## src/hw/fx3_pkg.sv

```systemverilog
package fx3_pkg;

    // one slave FIFO data bus word
    typedef logic [31:0] word_t;

    // socket address on the A1 and A0 pins
    typedef logic [1:0] fifo_addr_t;

    // status byte for the board LEDs
    typedef logic [7:0] led_t;

    // controller states, also the mode code seen by gpif_io
    // the encoding order sets the low nibble of the status byte
    typedef enum logic [1:0] {
        MODE_IDLE       = 2'd0,
        MODE_STREAM_OUT = 2'd1,
        MODE_TURNAROUND = 2'd2,
        MODE_STREAM_IN  = 2'd3
    } mode_e;

    // OUT socket, host to FPGA
    localparam fifo_addr_t ADDR_STREAM_OUT = 2'b11;

    // IN socket, FPGA to host
    localparam fifo_addr_t ADDR_STREAM_IN = 2'b00;

    // parked address between transfers
    localparam fifo_addr_t ADDR_IDLE = 2'b10;

endpackage

```

## src/hw/gpif_io.sv

```systemverilog
`timescale 1ns/1ps

module gpif_io (
    input  logic                usb_clk,
    input  logic                reset_,
    input  logic                flaga_i,
    input  logic                flagb_i,
    input  logic                flagc_i,
    input  logic                flagd_i,
    input  fx3_pkg::word_t      data_i,
    input  fx3_pkg::mode_e      mode_i,
    input  logic                rd_req_i,
    input  logic                wr_req_i,
    input  fx3_pkg::word_t      wr_data_i,
    output logic                flaga_q_o,
    output logic                flagb_q_o,
    output logic                flagc_q_o,
    output logic                flagd_q_o,
    output fx3_pkg::word_t      rd_data_o,
    output logic                slcs_n_o,
    output logic                slrd_n_o,
    output logic                sloe_n_o,
    output logic                slwr_n_o,
    output fx3_pkg::fifo_addr_t addr_o,
    output fx3_pkg::word_t      data_o,
    output logic                data_oe_o
);
    import fx3_pkg::*;

    fifo_addr_t addr_d;

    // socket follows the phase, turnaround stays on the OUT socket
    always_comb begin
        case (mode_i)
            MODE_STREAM_OUT, MODE_TURNAROUND: addr_d = ADDR_STREAM_OUT;
            MODE_STREAM_IN:                   addr_d = ADDR_STREAM_IN;
            default:                          addr_d = ADDR_IDLE;
        endcase
    end

    // flags from the FX3, one flop each
    always_ff @(posedge usb_clk or negedge reset_) begin
        if (!reset_) begin
            flaga_q_o <= 1'b0;
            flagb_q_o <= 1'b0;
            flagc_q_o <= 1'b0;
            flagd_q_o <= 1'b0;
        end else begin
            flaga_q_o <= flaga_i;
            flagb_q_o <= flagb_i;
            flagc_q_o <= flagc_i;
            flagd_q_o <= flagd_i;
        end
    end

    // control pins, all driven from flops
    always_ff @(posedge usb_clk or negedge reset_) begin
        if (!reset_) begin
            slcs_n_o  <= 1'b1;
            slrd_n_o  <= 1'b1;
            sloe_n_o  <= 1'b1;
            slwr_n_o  <= 1'b1;
            data_oe_o <= 1'b0;
            addr_o    <= ADDR_IDLE;
        end else begin
            slcs_n_o  <= (mode_i == MODE_IDLE);
            slrd_n_o  <= ~rd_req_i;
            sloe_n_o  <= ~rd_req_i;
            slwr_n_o  <= ~wr_req_i;
            data_oe_o <= wr_req_i;
            addr_o    <= addr_d;
        end
    end

    // data bus in both directions
    // outgoing word lines up with slwr and the output enable
    always_ff @(posedge usb_clk) begin
        rd_data_o <= data_i;
        data_o    <= wr_data_i;
    end

endmodule

```

## src/hw/stream_out_reader.sv

```systemverilog
`timescale 1ns/1ps

module stream_out_reader #(
    parameter int BURST_WORDS = 16,
    parameter int RD_LATENCY  = 2
) (
    input  logic           usb_clk,
    input  logic           reset_,
    input  logic           start_i,
    input  fx3_pkg::word_t rd_data_i,
    output logic           rd_req_o,
    output logic           push_o,
    output fx3_pkg::word_t push_data_o,
    output logic           done_o
);
    localparam int CNT_W = (BURST_WORDS > 1) ? $clog2(BURST_WORDS) : 1;
    localparam int VLD_W = RD_LATENCY + 2;

    logic             active;
    logic [CNT_W-1:0] cnt;
    logic             last;
    logic [VLD_W-1:0] vld;

    // strobe every cycle while the burst is running
    assign rd_req_o = active;
    assign last     = (cnt == CNT_W'(BURST_WORDS - 1));

    // burst counter
    always_ff @(posedge usb_clk or negedge reset_) begin
        if (!reset_) begin
            active <= 1'b0;
            cnt    <= '0;
            done_o <= 1'b0;
        end else begin
            done_o <= active && last;
            if (active) begin
                if (last) begin
                    active <= 1'b0;
                    cnt    <= '0;
                end else begin
                    cnt <= cnt + 1'b1;
                end
            end else if (start_i) begin
                active <= 1'b1;
                cnt    <= '0;
            end
        end
    end

    // a word strobed in cycle n comes back out of the input flop in
    // cycle n + RD_LATENCY + 2, output flop and input flop included.
    // the FX3 has the word on data_i at the RD_LATENCY-th edge after
    // it samples slrd low
    always_ff @(posedge usb_clk or negedge reset_) begin
        if (!reset_) begin
            vld <= '0;
        end else begin
            vld <= {vld[VLD_W-2:0], rd_req_o};
        end
    end

    assign push_o      = vld[VLD_W-1];
    assign push_data_o = rd_data_i;

endmodule

```

## src/hw/loop_buffer.sv

```systemverilog
`timescale 1ns/1ps

module loop_buffer #(
    parameter int BURST_WORDS = 16
) (
    input  logic           usb_clk,
    input  logic           reset_,
    input  logic           push_i,
    input  fx3_pkg::word_t push_data_i,
    input  logic           pop_i,
    output fx3_pkg::word_t head_o,
    output logic           empty_o,
    output logic           full_o
);
    import fx3_pkg::*;

    localparam int PTR_W = (BURST_WORDS > 1) ? $clog2(BURST_WORDS) : 1;
    localparam int CNT_W = $clog2(BURST_WORDS + 1);

    word_t            mem [BURST_WORDS];
    logic [PTR_W-1:0] wr_ptr;
    logic [PTR_W-1:0] rd_ptr;
    logic [CNT_W-1:0] count;
    logic             do_push;
    logic             do_pop;

    // overflow and underflow are dropped
    assign do_push = push_i && !full_o;
    assign do_pop  = pop_i && !empty_o;

    assign empty_o = (count == '0);
    assign full_o  = (count == CNT_W'(BURST_WORDS));

    // head word is visible without a pop
    assign head_o = mem[rd_ptr];

    always_ff @(posedge usb_clk) begin
        if (do_push) begin
            mem[wr_ptr] <= push_data_i;
        end
    end

    // pointers wrap at the depth, which need not be a power of two
    always_ff @(posedge usb_clk or negedge reset_) begin
        if (!reset_) begin
            wr_ptr <= '0;
            rd_ptr <= '0;
            count  <= '0;
        end else begin
            if (do_push) begin
                wr_ptr <= (wr_ptr == PTR_W'(BURST_WORDS - 1)) ? '0 : wr_ptr + 1'b1;
            end
            if (do_pop) begin
                rd_ptr <= (rd_ptr == PTR_W'(BURST_WORDS - 1)) ? '0 : rd_ptr + 1'b1;
            end
            case ({do_push, do_pop})
                2'b10:   count <= count + 1'b1;
                2'b01:   count <= count - 1'b1;
                default: count <= count;
            endcase
        end
    end

endmodule

```

## src/hw/stream_in_writer.sv

```systemverilog
`timescale 1ns/1ps

module stream_in_writer #(
    parameter int BURST_WORDS = 16
) (
    input  logic           usb_clk,
    input  logic           reset_,
    input  logic           start_i,
    input  logic           flaga_i,
    input  logic           flagb_i,
    input  fx3_pkg::word_t head_i,
    output logic           pop_o,
    output logic           wr_req_o,
    output fx3_pkg::word_t wr_data_o,
    output logic           done_o
);
    localparam int CNT_W = (BURST_WORDS > 1) ? $clog2(BURST_WORDS) : 1;

    logic             active;
    logic [CNT_W-1:0] cnt;
    logic             last;

    // IN socket must be ready and have room
    // flags are already flopped in gpif_io, so a host stall
    // stops the strobes on the pins two edges later
    assign wr_req_o  = active && flaga_i && flagb_i;
    assign pop_o     = wr_req_o;
    assign wr_data_o = head_i;

    assign last = (cnt == CNT_W'(BURST_WORDS - 1));

    // count only cycles that really wrote, a stall simply holds the head
    always_ff @(posedge usb_clk or negedge reset_) begin
        if (!reset_) begin
            active <= 1'b0;
            cnt    <= '0;
            done_o <= 1'b0;
        end else begin
            done_o <= wr_req_o && last;
            if (active) begin
                if (wr_req_o) begin
                    if (last) begin
                        active <= 1'b0;
                        cnt    <= '0;
                    end else begin
                        cnt <= cnt + 1'b1;
                    end
                end
            end else if (start_i) begin
                active <= 1'b1;
                cnt    <= '0;
            end
        end
    end

endmodule

```

## src/hw/fx3_loop_ctrl.sv

```systemverilog
`timescale 1ns/1ps

module fx3_loop_ctrl #(
    parameter int IDLE_GAP = 10
) (
    input  logic           usb_clk,
    input  logic           reset_,
    input  logic           flagc_i,
    input  logic           flagd_i,
    input  logic           buf_empty_i,
    input  logic           buf_full_i,
    input  logic           rd_done_i,
    input  logic           wr_done_i,
    output fx3_pkg::mode_e mode_o,
    output logic           rd_start_o,
    output logic           wr_start_o,
    output fx3_pkg::led_t  led_o
);
    import fx3_pkg::*;

    localparam int GAP_W = (IDLE_GAP > 0) ? $clog2(IDLE_GAP + 1) : 1;

    mode_e            state;
    logic [GAP_W-1:0] holdoff;
    logic [3:0]       bursts;
    logic             go;

    // OUT socket has data, buffer drained and the gap has expired
    assign go = flagc_i && flagd_i && buf_empty_i && (holdoff == '0);

    assign mode_o = state;

    // high nibble completed bursts, low nibble the state index
    assign led_o = {bursts, 2'b00, state};

    always_ff @(posedge usb_clk or negedge reset_) begin
        if (!reset_) begin
            state      <= MODE_IDLE;
            holdoff    <= '0;
            bursts     <= 4'd0;
            rd_start_o <= 1'b0;
            wr_start_o <= 1'b0;
        end else begin
            rd_start_o <= 1'b0;
            wr_start_o <= 1'b0;
            case (state)
                MODE_IDLE: begin
                    if (go) begin
                        state      <= MODE_STREAM_OUT;
                        rd_start_o <= 1'b1;
                    end else if (holdoff != '0) begin
                        holdoff <= holdoff - 1'b1;
                    end
                end
                MODE_STREAM_OUT: begin
                    if (rd_done_i) begin
                        state <= MODE_TURNAROUND;
                    end
                end
                MODE_TURNAROUND: begin
                    // wait for the read pipeline to land the last word
                    if (buf_full_i) begin
                        state      <= MODE_STREAM_IN;
                        wr_start_o <= 1'b1;
                    end
                end
                MODE_STREAM_IN: begin
                    if (wr_done_i) begin
                        state   <= MODE_IDLE;
                        holdoff <= GAP_W'(IDLE_GAP);
                        bursts  <= bursts + 1'b1;
                    end
                end
                default: begin
                    state <= MODE_IDLE;
                end
            endcase
        end
    end

endmodule

```

## src/hw/fx3_loopback_top.sv

```systemverilog
`timescale 1ns/1ps

module fx3_loopback_top #(
    parameter int BURST_WORDS = 16,
    parameter int RD_LATENCY  = 2,
    parameter int IDLE_GAP    = 10
) (
    input  logic                usb_clk,
    input  logic                reset_,
    input  logic                flaga_i,
    input  logic                flagb_i,
    input  logic                flagc_i,
    input  logic                flagd_i,
    input  fx3_pkg::word_t      data_i,
    output logic                slcs_n_o,
    output logic                slrd_n_o,
    output logic                sloe_n_o,
    output logic                slwr_n_o,
    output fx3_pkg::fifo_addr_t addr_o,
    output fx3_pkg::word_t      data_o,
    output logic                data_oe_o,
    output fx3_pkg::led_t       led_o
);
    import fx3_pkg::*;

    mode_e mode;
    logic  flaga_q;
    logic  flagb_q;
    logic  flagc_q;
    logic  flagd_q;
    word_t rd_data;
    logic  rd_req;
    logic  rd_start;
    logic  rd_done;
    logic  push;
    word_t push_data;
    logic  pop;
    word_t head;
    logic  buf_empty;
    logic  buf_full;
    logic  wr_req;
    word_t wr_data;
    logic  wr_start;
    logic  wr_done;

    gpif_io io0 (
        .usb_clk   (usb_clk),
        .reset_    (reset_),
        .flaga_i   (flaga_i),
        .flagb_i   (flagb_i),
        .flagc_i   (flagc_i),
        .flagd_i   (flagd_i),
        .data_i    (data_i),
        .mode_i    (mode),
        .rd_req_i  (rd_req),
        .wr_req_i  (wr_req),
        .wr_data_i (wr_data),
        .flaga_q_o (flaga_q),
        .flagb_q_o (flagb_q),
        .flagc_q_o (flagc_q),
        .flagd_q_o (flagd_q),
        .rd_data_o (rd_data),
        .slcs_n_o  (slcs_n_o),
        .slrd_n_o  (slrd_n_o),
        .sloe_n_o  (sloe_n_o),
        .slwr_n_o  (slwr_n_o),
        .addr_o    (addr_o),
        .data_o    (data_o),
        .data_oe_o (data_oe_o)
    );

    fx3_loop_ctrl #(
        .IDLE_GAP (IDLE_GAP)
    ) ctrl0 (
        .usb_clk     (usb_clk),
        .reset_      (reset_),
        .flagc_i     (flagc_q),
        .flagd_i     (flagd_q),
        .buf_empty_i (buf_empty),
        .buf_full_i  (buf_full),
        .rd_done_i   (rd_done),
        .wr_done_i   (wr_done),
        .mode_o      (mode),
        .rd_start_o  (rd_start),
        .wr_start_o  (wr_start),
        .led_o       (led_o)
    );

    stream_out_reader #(
        .BURST_WORDS (BURST_WORDS),
        .RD_LATENCY  (RD_LATENCY)
    ) rd0 (
        .usb_clk     (usb_clk),
        .reset_      (reset_),
        .start_i     (rd_start),
        .rd_data_i   (rd_data),
        .rd_req_o    (rd_req),
        .push_o      (push),
        .push_data_o (push_data),
        .done_o      (rd_done)
    );

    loop_buffer #(
        .BURST_WORDS (BURST_WORDS)
    ) buf0 (
        .usb_clk     (usb_clk),
        .reset_      (reset_),
        .push_i      (push),
        .push_data_i (push_data),
        .pop_i       (pop),
        .head_o      (head),
        .empty_o     (buf_empty),
        .full_o      (buf_full)
    );

    stream_in_writer #(
        .BURST_WORDS (BURST_WORDS)
    ) wr0 (
        .usb_clk   (usb_clk),
        .reset_    (reset_),
        .start_i   (wr_start),
        .flaga_i   (flaga_q),
        .flagb_i   (flagb_q),
        .head_i    (head),
        .pop_o     (pop),
        .wr_req_o  (wr_req),
        .wr_data_o (wr_data),
        .done_o    (wr_done)
    );

endmodule

```

## config.mk

```make
export PLATFORM = sky130hd
export DESIGN_NAME = fx3_loopback_top
export DESIGN_NICKNAME = d
export VERILOG_FILES = /design/src/hw/fx3_pkg.sv /design/src/hw/gpif_io.sv /design/src/hw/stream_out_reader.sv /design/src/hw/loop_buffer.sv /design/src/hw/stream_in_writer.sv /design/src/hw/fx3_loop_ctrl.sv /design/src/hw/fx3_loopback_top.sv
export SDC_FILE = /design/constraint.sdc
export NUM_CORES = 1
export LEC_CHECK = 0
export BUFFER_PORTS_ARGS = -buffer_cell sky130_fd_sc_hd__buf_2
export CAP_MARGIN = 20
export CELL_PAD_IN_SITES_DETAIL_PLACEMENT = 1
export CELL_PAD_IN_SITES_GLOBAL_PLACEMENT = 1
export CORE_ASPECT_RATIO = 2
export CORE_MARGIN = 2
export CORE_UTILIZATION = 54
export DETAILED_ROUTE_END_ITERATION = 16
export PLACE_DENSITY = 0.76
export SYNTH_ARGS = -nofsm -noshare
export SYNTH_HDL_FRONTEND = slang
export SYNTH_HIERARCHICAL = 1
export SYNTH_SLANG_ARGS = --single-unit
```

## constraint.sdc

```tcl
create_clock -name usb_clk -period 4.7 [get_ports usb_clk]
set_input_delay 0.94 -clock usb_clk [delete_from_list [all_inputs] [get_ports usb_clk]]
set_output_delay 0.94 -clock usb_clk [all_outputs]
set_load 0.02 [all_outputs]
```

==> results.toml <==
[timing]
period_share_pct = 62.5
setup_viol_count_final = 0
finalMaxSlewViolations = 0
timing.fmax_mhz = 340
worst-slew-pin-transition_ns = 0.970
rsz_0062_raised_after_global_routing = "false"
post-route-min-period_ns = 2.94
clock_skew_ns = 0.0317
max-slew-margin-rel_pct = 35.3
setup-tns-final_ns = 0
final-hold-violation-count = 0

[power]
p_per_area_mw_per_mm2 = 542
p_leak_uw = 0.00851
vdd.ir_drop.worst_mv = 0.355

[die]
die_width_um = 151
die_area_sq_mm = 0.0451
die_h_um = 298
pin_count = 85
core_rows = 107
initial_core_util_pct = 54.7
core_area_sq_mm = 0.0427

[setup_path]
worst_r2r_path_depth = 8
worstPathArrival_ns = 3.41
timing.critical_path.fanout_max = 9
timing.critical_path.required_ns = 5.17
end_kind = "flip-flop"
rr_startpoint = "buf0/count[1]"
setup.reg_to_reg.worst_slack_ns = 1.76
worst-setup-path-type = "reg -> reg"
setup.worst_path.start_class = "flip-flop"
critPathLaunch = "buf0/count[1]"
crit-reg2reg-capture = "buf0/count[4]"

[yosys]
ys_ff_latch = 627
yosys_most_used_dff = "sky130_fd_sc_hd__edfxtp_1"
postSynth.asyncResetShare_pct = 8.13
synth_warnings = 6
synth_area_per_cell_sq_um = 20.2
synth.cell_area_sq_mm = 0.0234
synth-edff-count = 512
synth_cells = 1160
synth_sequential_area_ratio_pct = 76.7
unique_masters_post_synth = 57

[finish]
finish.instance_area_sq_mm = 0.0258
drive_above_1_share_pct = 28.7
fin_cells = 1794
core_occupancy_in_the_finished_layout_pct = 60.5
layout_common_cells = "sky130_fd_sc_hd__edfxtp_1, sky130_fd_sc_hd__mux4_2, sky130_fd_sc_hd__buf_2"
most_common_cell_after_layout_fill_and_taps_aside = "sky130_fd_sc_hd__edfxtp_1"
syn2layout_area_growth_pct = 10.5
layout_net_count = 1263

[clock_tree]
ctsHoldBuffers = 0
cts_tree = "built"
worst_skew_pair.late_latency_ns = 0.60
cts_htree_levels = 2
clk_transition_reported_paths_ns = 0.07
cts_inserted_buffers = 51
clk_path_buf_depth = 3
post_cts.repair.setup_buffers = 0
post_cts_resized = 0
cts_num_sinks = 627
clock-root-buffer = "sky130_fd_sc_hd__clkbuf_16"

[route]
vias_per_cell = 6.03
vias = 10800
remaining_drc_errors = 0
avgRoutedWirePerCell_um = 28.2
drtIter0Drc = 720
drt_first_pass_iters = 5
ant_nets = 0
wirelength_mm = 50.7

[run_status]
run_status = "finished clean"

[hold_path]
number_of_cells_on_the_worst_hold_path = 0
worstHoldPathType = "reg -> reg"
worstHoldEndpoint = "rd0/vld[2]"
hold_path.startpoint = "rd0/vld[1]"

[global_route]
grt_ovf = 0
antenna_found_initial = 0
grt_util_all_layers_pct = 23.2
grt_pass1_wl_mm = 75.7
grt_pass1_vias = 11900
pin_count_of_the_biggest_net_entering_global_routing = 70

[run]
drv_cap = 0

[place]
io_buffer_count = 82
number_of_cells_after_detailed_placement = 1688
placed_area_sq_mm = 0.0239
place.gp.congestion = 0.767
final_hpwl_from_detailed_placement_mm = 30.4
cell usage after synthesis, drive strengths merged (2+ instances only):
cell type / instances / share of area (%)
nor2: 55 / 0.89
inv: 21 / 0.34
ha: 19 / 1.0
edfxtp: 512 / 66
a21o: 4 / 0.13
dfstp: 4 / 0.45
nand4: 4 / 0.11
clkbuf: 16 / 0.26
xnor2: 8 / 0.30
nand2: 30 / 0.48
o22ai: 65 / 1.7
o21ai: 14 / 0.36
nor3: 7 / 0.15
dfxtp: 64 / 5.5
nor3b: 3 / 0.12
nor4: 2 / 0.054
o311ai: 2 / 0.11
dfrtp: 47 / 5.0
nand2b: 8 / 0.21
a22o: 2 / 0.080
o31ai: 2 / 0.064
nand3: 14 / 0.34
a21oi: 5 / 0.12
and2: 2 / 0.054
mux2: 3 / 0.14
mux4: 128 / 12
buf: 104 / 3.3
state kept, by name, indices dropped and copies added, names as in the netlist, 2 cells and up:
register       cells
buf0/mem         512
io0/data_o        32
io0/rd_data_o     32
buf0/count         5
buf0/rd_ptr        4
buf0/wr_ptr        4
ctrl0/bursts       4
ctrl0/holdoff      4
rd0/cnt            4
rd0/vld            4
wr0/cnt            4
ctrl0/mode_o       2
io0/addr_o         2
final cells by class:
type	count	area, sq um
antenna	1	2.50
clock buffer	74	1450
clock inverter	22	251
fill	3558	16900
inverter	21	78.8
multi-input combinational	393	4650
sequential	627	17900
tap	545	682
timing repair buffer	111	766
metal layers:
| metal | vias to the layer above | share of wire (%) | track usage (%) | wire [um] |
|---|---|---|---|---|
| li1 | 4637 | - | - | - |
| met1 | 5751 | 37 | 27.9 | 18500 |
| met2 | 329 | 56 | 41.5 | 28300 |
| met3 | 101 | 4.4 | 3.35 | 2220 |
| met4 | 0 | 3.3 | 9.75 | 1660 |
| met5 | - | 0 | 0 | 0 |
cells by family after synthesis:
group           Yosys count  share of synthesized area, %
compound gates          101                          2.86
xor+xnor                  9                         0.337
fa+ha+maj                20                          1.10
buf+inv                 141                          3.90
flops                   627                          76.7
mux                     132                          12.5
other cells               1                        0.0160
simple gates            129                          2.55
how the worst max path moves through the flow:
| stage | endpoint | slack [ns] | depth (start not counted) |
|---|---|---|---|
| 2_1_floorplan | buf0/mem[2][0] | 1.02 | 5 |
| 3_3_place_gp | buf0/mem[15][2] | 1.41 | 4 |
| 3_5_place_dp | buf0/mem[7][23] | 1.30 | 5 |
| 4_1_cts | buf0/mem[7][31] | 1.26 | 5 |
| 5_1_grt | buf0/count[4] | 1.56 | 8 |
| 6_report | buf0/count[4] | 1.76 | 8 |
stage by stage:
step | total power, uW | setup slack (ns) | hold WS (ns)
after floorplan | 9070 | 1.02 | 0.331
after global placement | 9600 | 1.41 | 0.332
after detailed placement | 9750 | 1.30 | 0.345
after CTS | 14100 | 1.26 | 0.363
after global routing | 14500 | 1.56 | 0.361
final | 14000 | 1.76 | 0.350
worst max-delay path: stages (launching register included):
cell	delay, ns
sky130_fd_sc_hd__dfrtp_1	0.44
sky130_fd_sc_hd__or4_4	0.58
sky130_fd_sc_hd__o21ai_4	0.20
sky130_fd_sc_hd__inv_1	0.11
sky130_fd_sc_hd__ha_1	0.32
sky130_fd_sc_hd__fa_1	0.45
sky130_fd_sc_hd__a21oi_1	0.26
sky130_fd_sc_hd__o21ai_0	0.15
sky130_fd_sc_hd__o311ai_0	0.32
power breakdown:
group	leakage [uW]	switching (uW)	internal, uW
Clock	0.000819	1970	2390
Combinational	0.00189	1430	1040
Sequential	0.00580	406	6760
(Power assumes the default switching activity.)
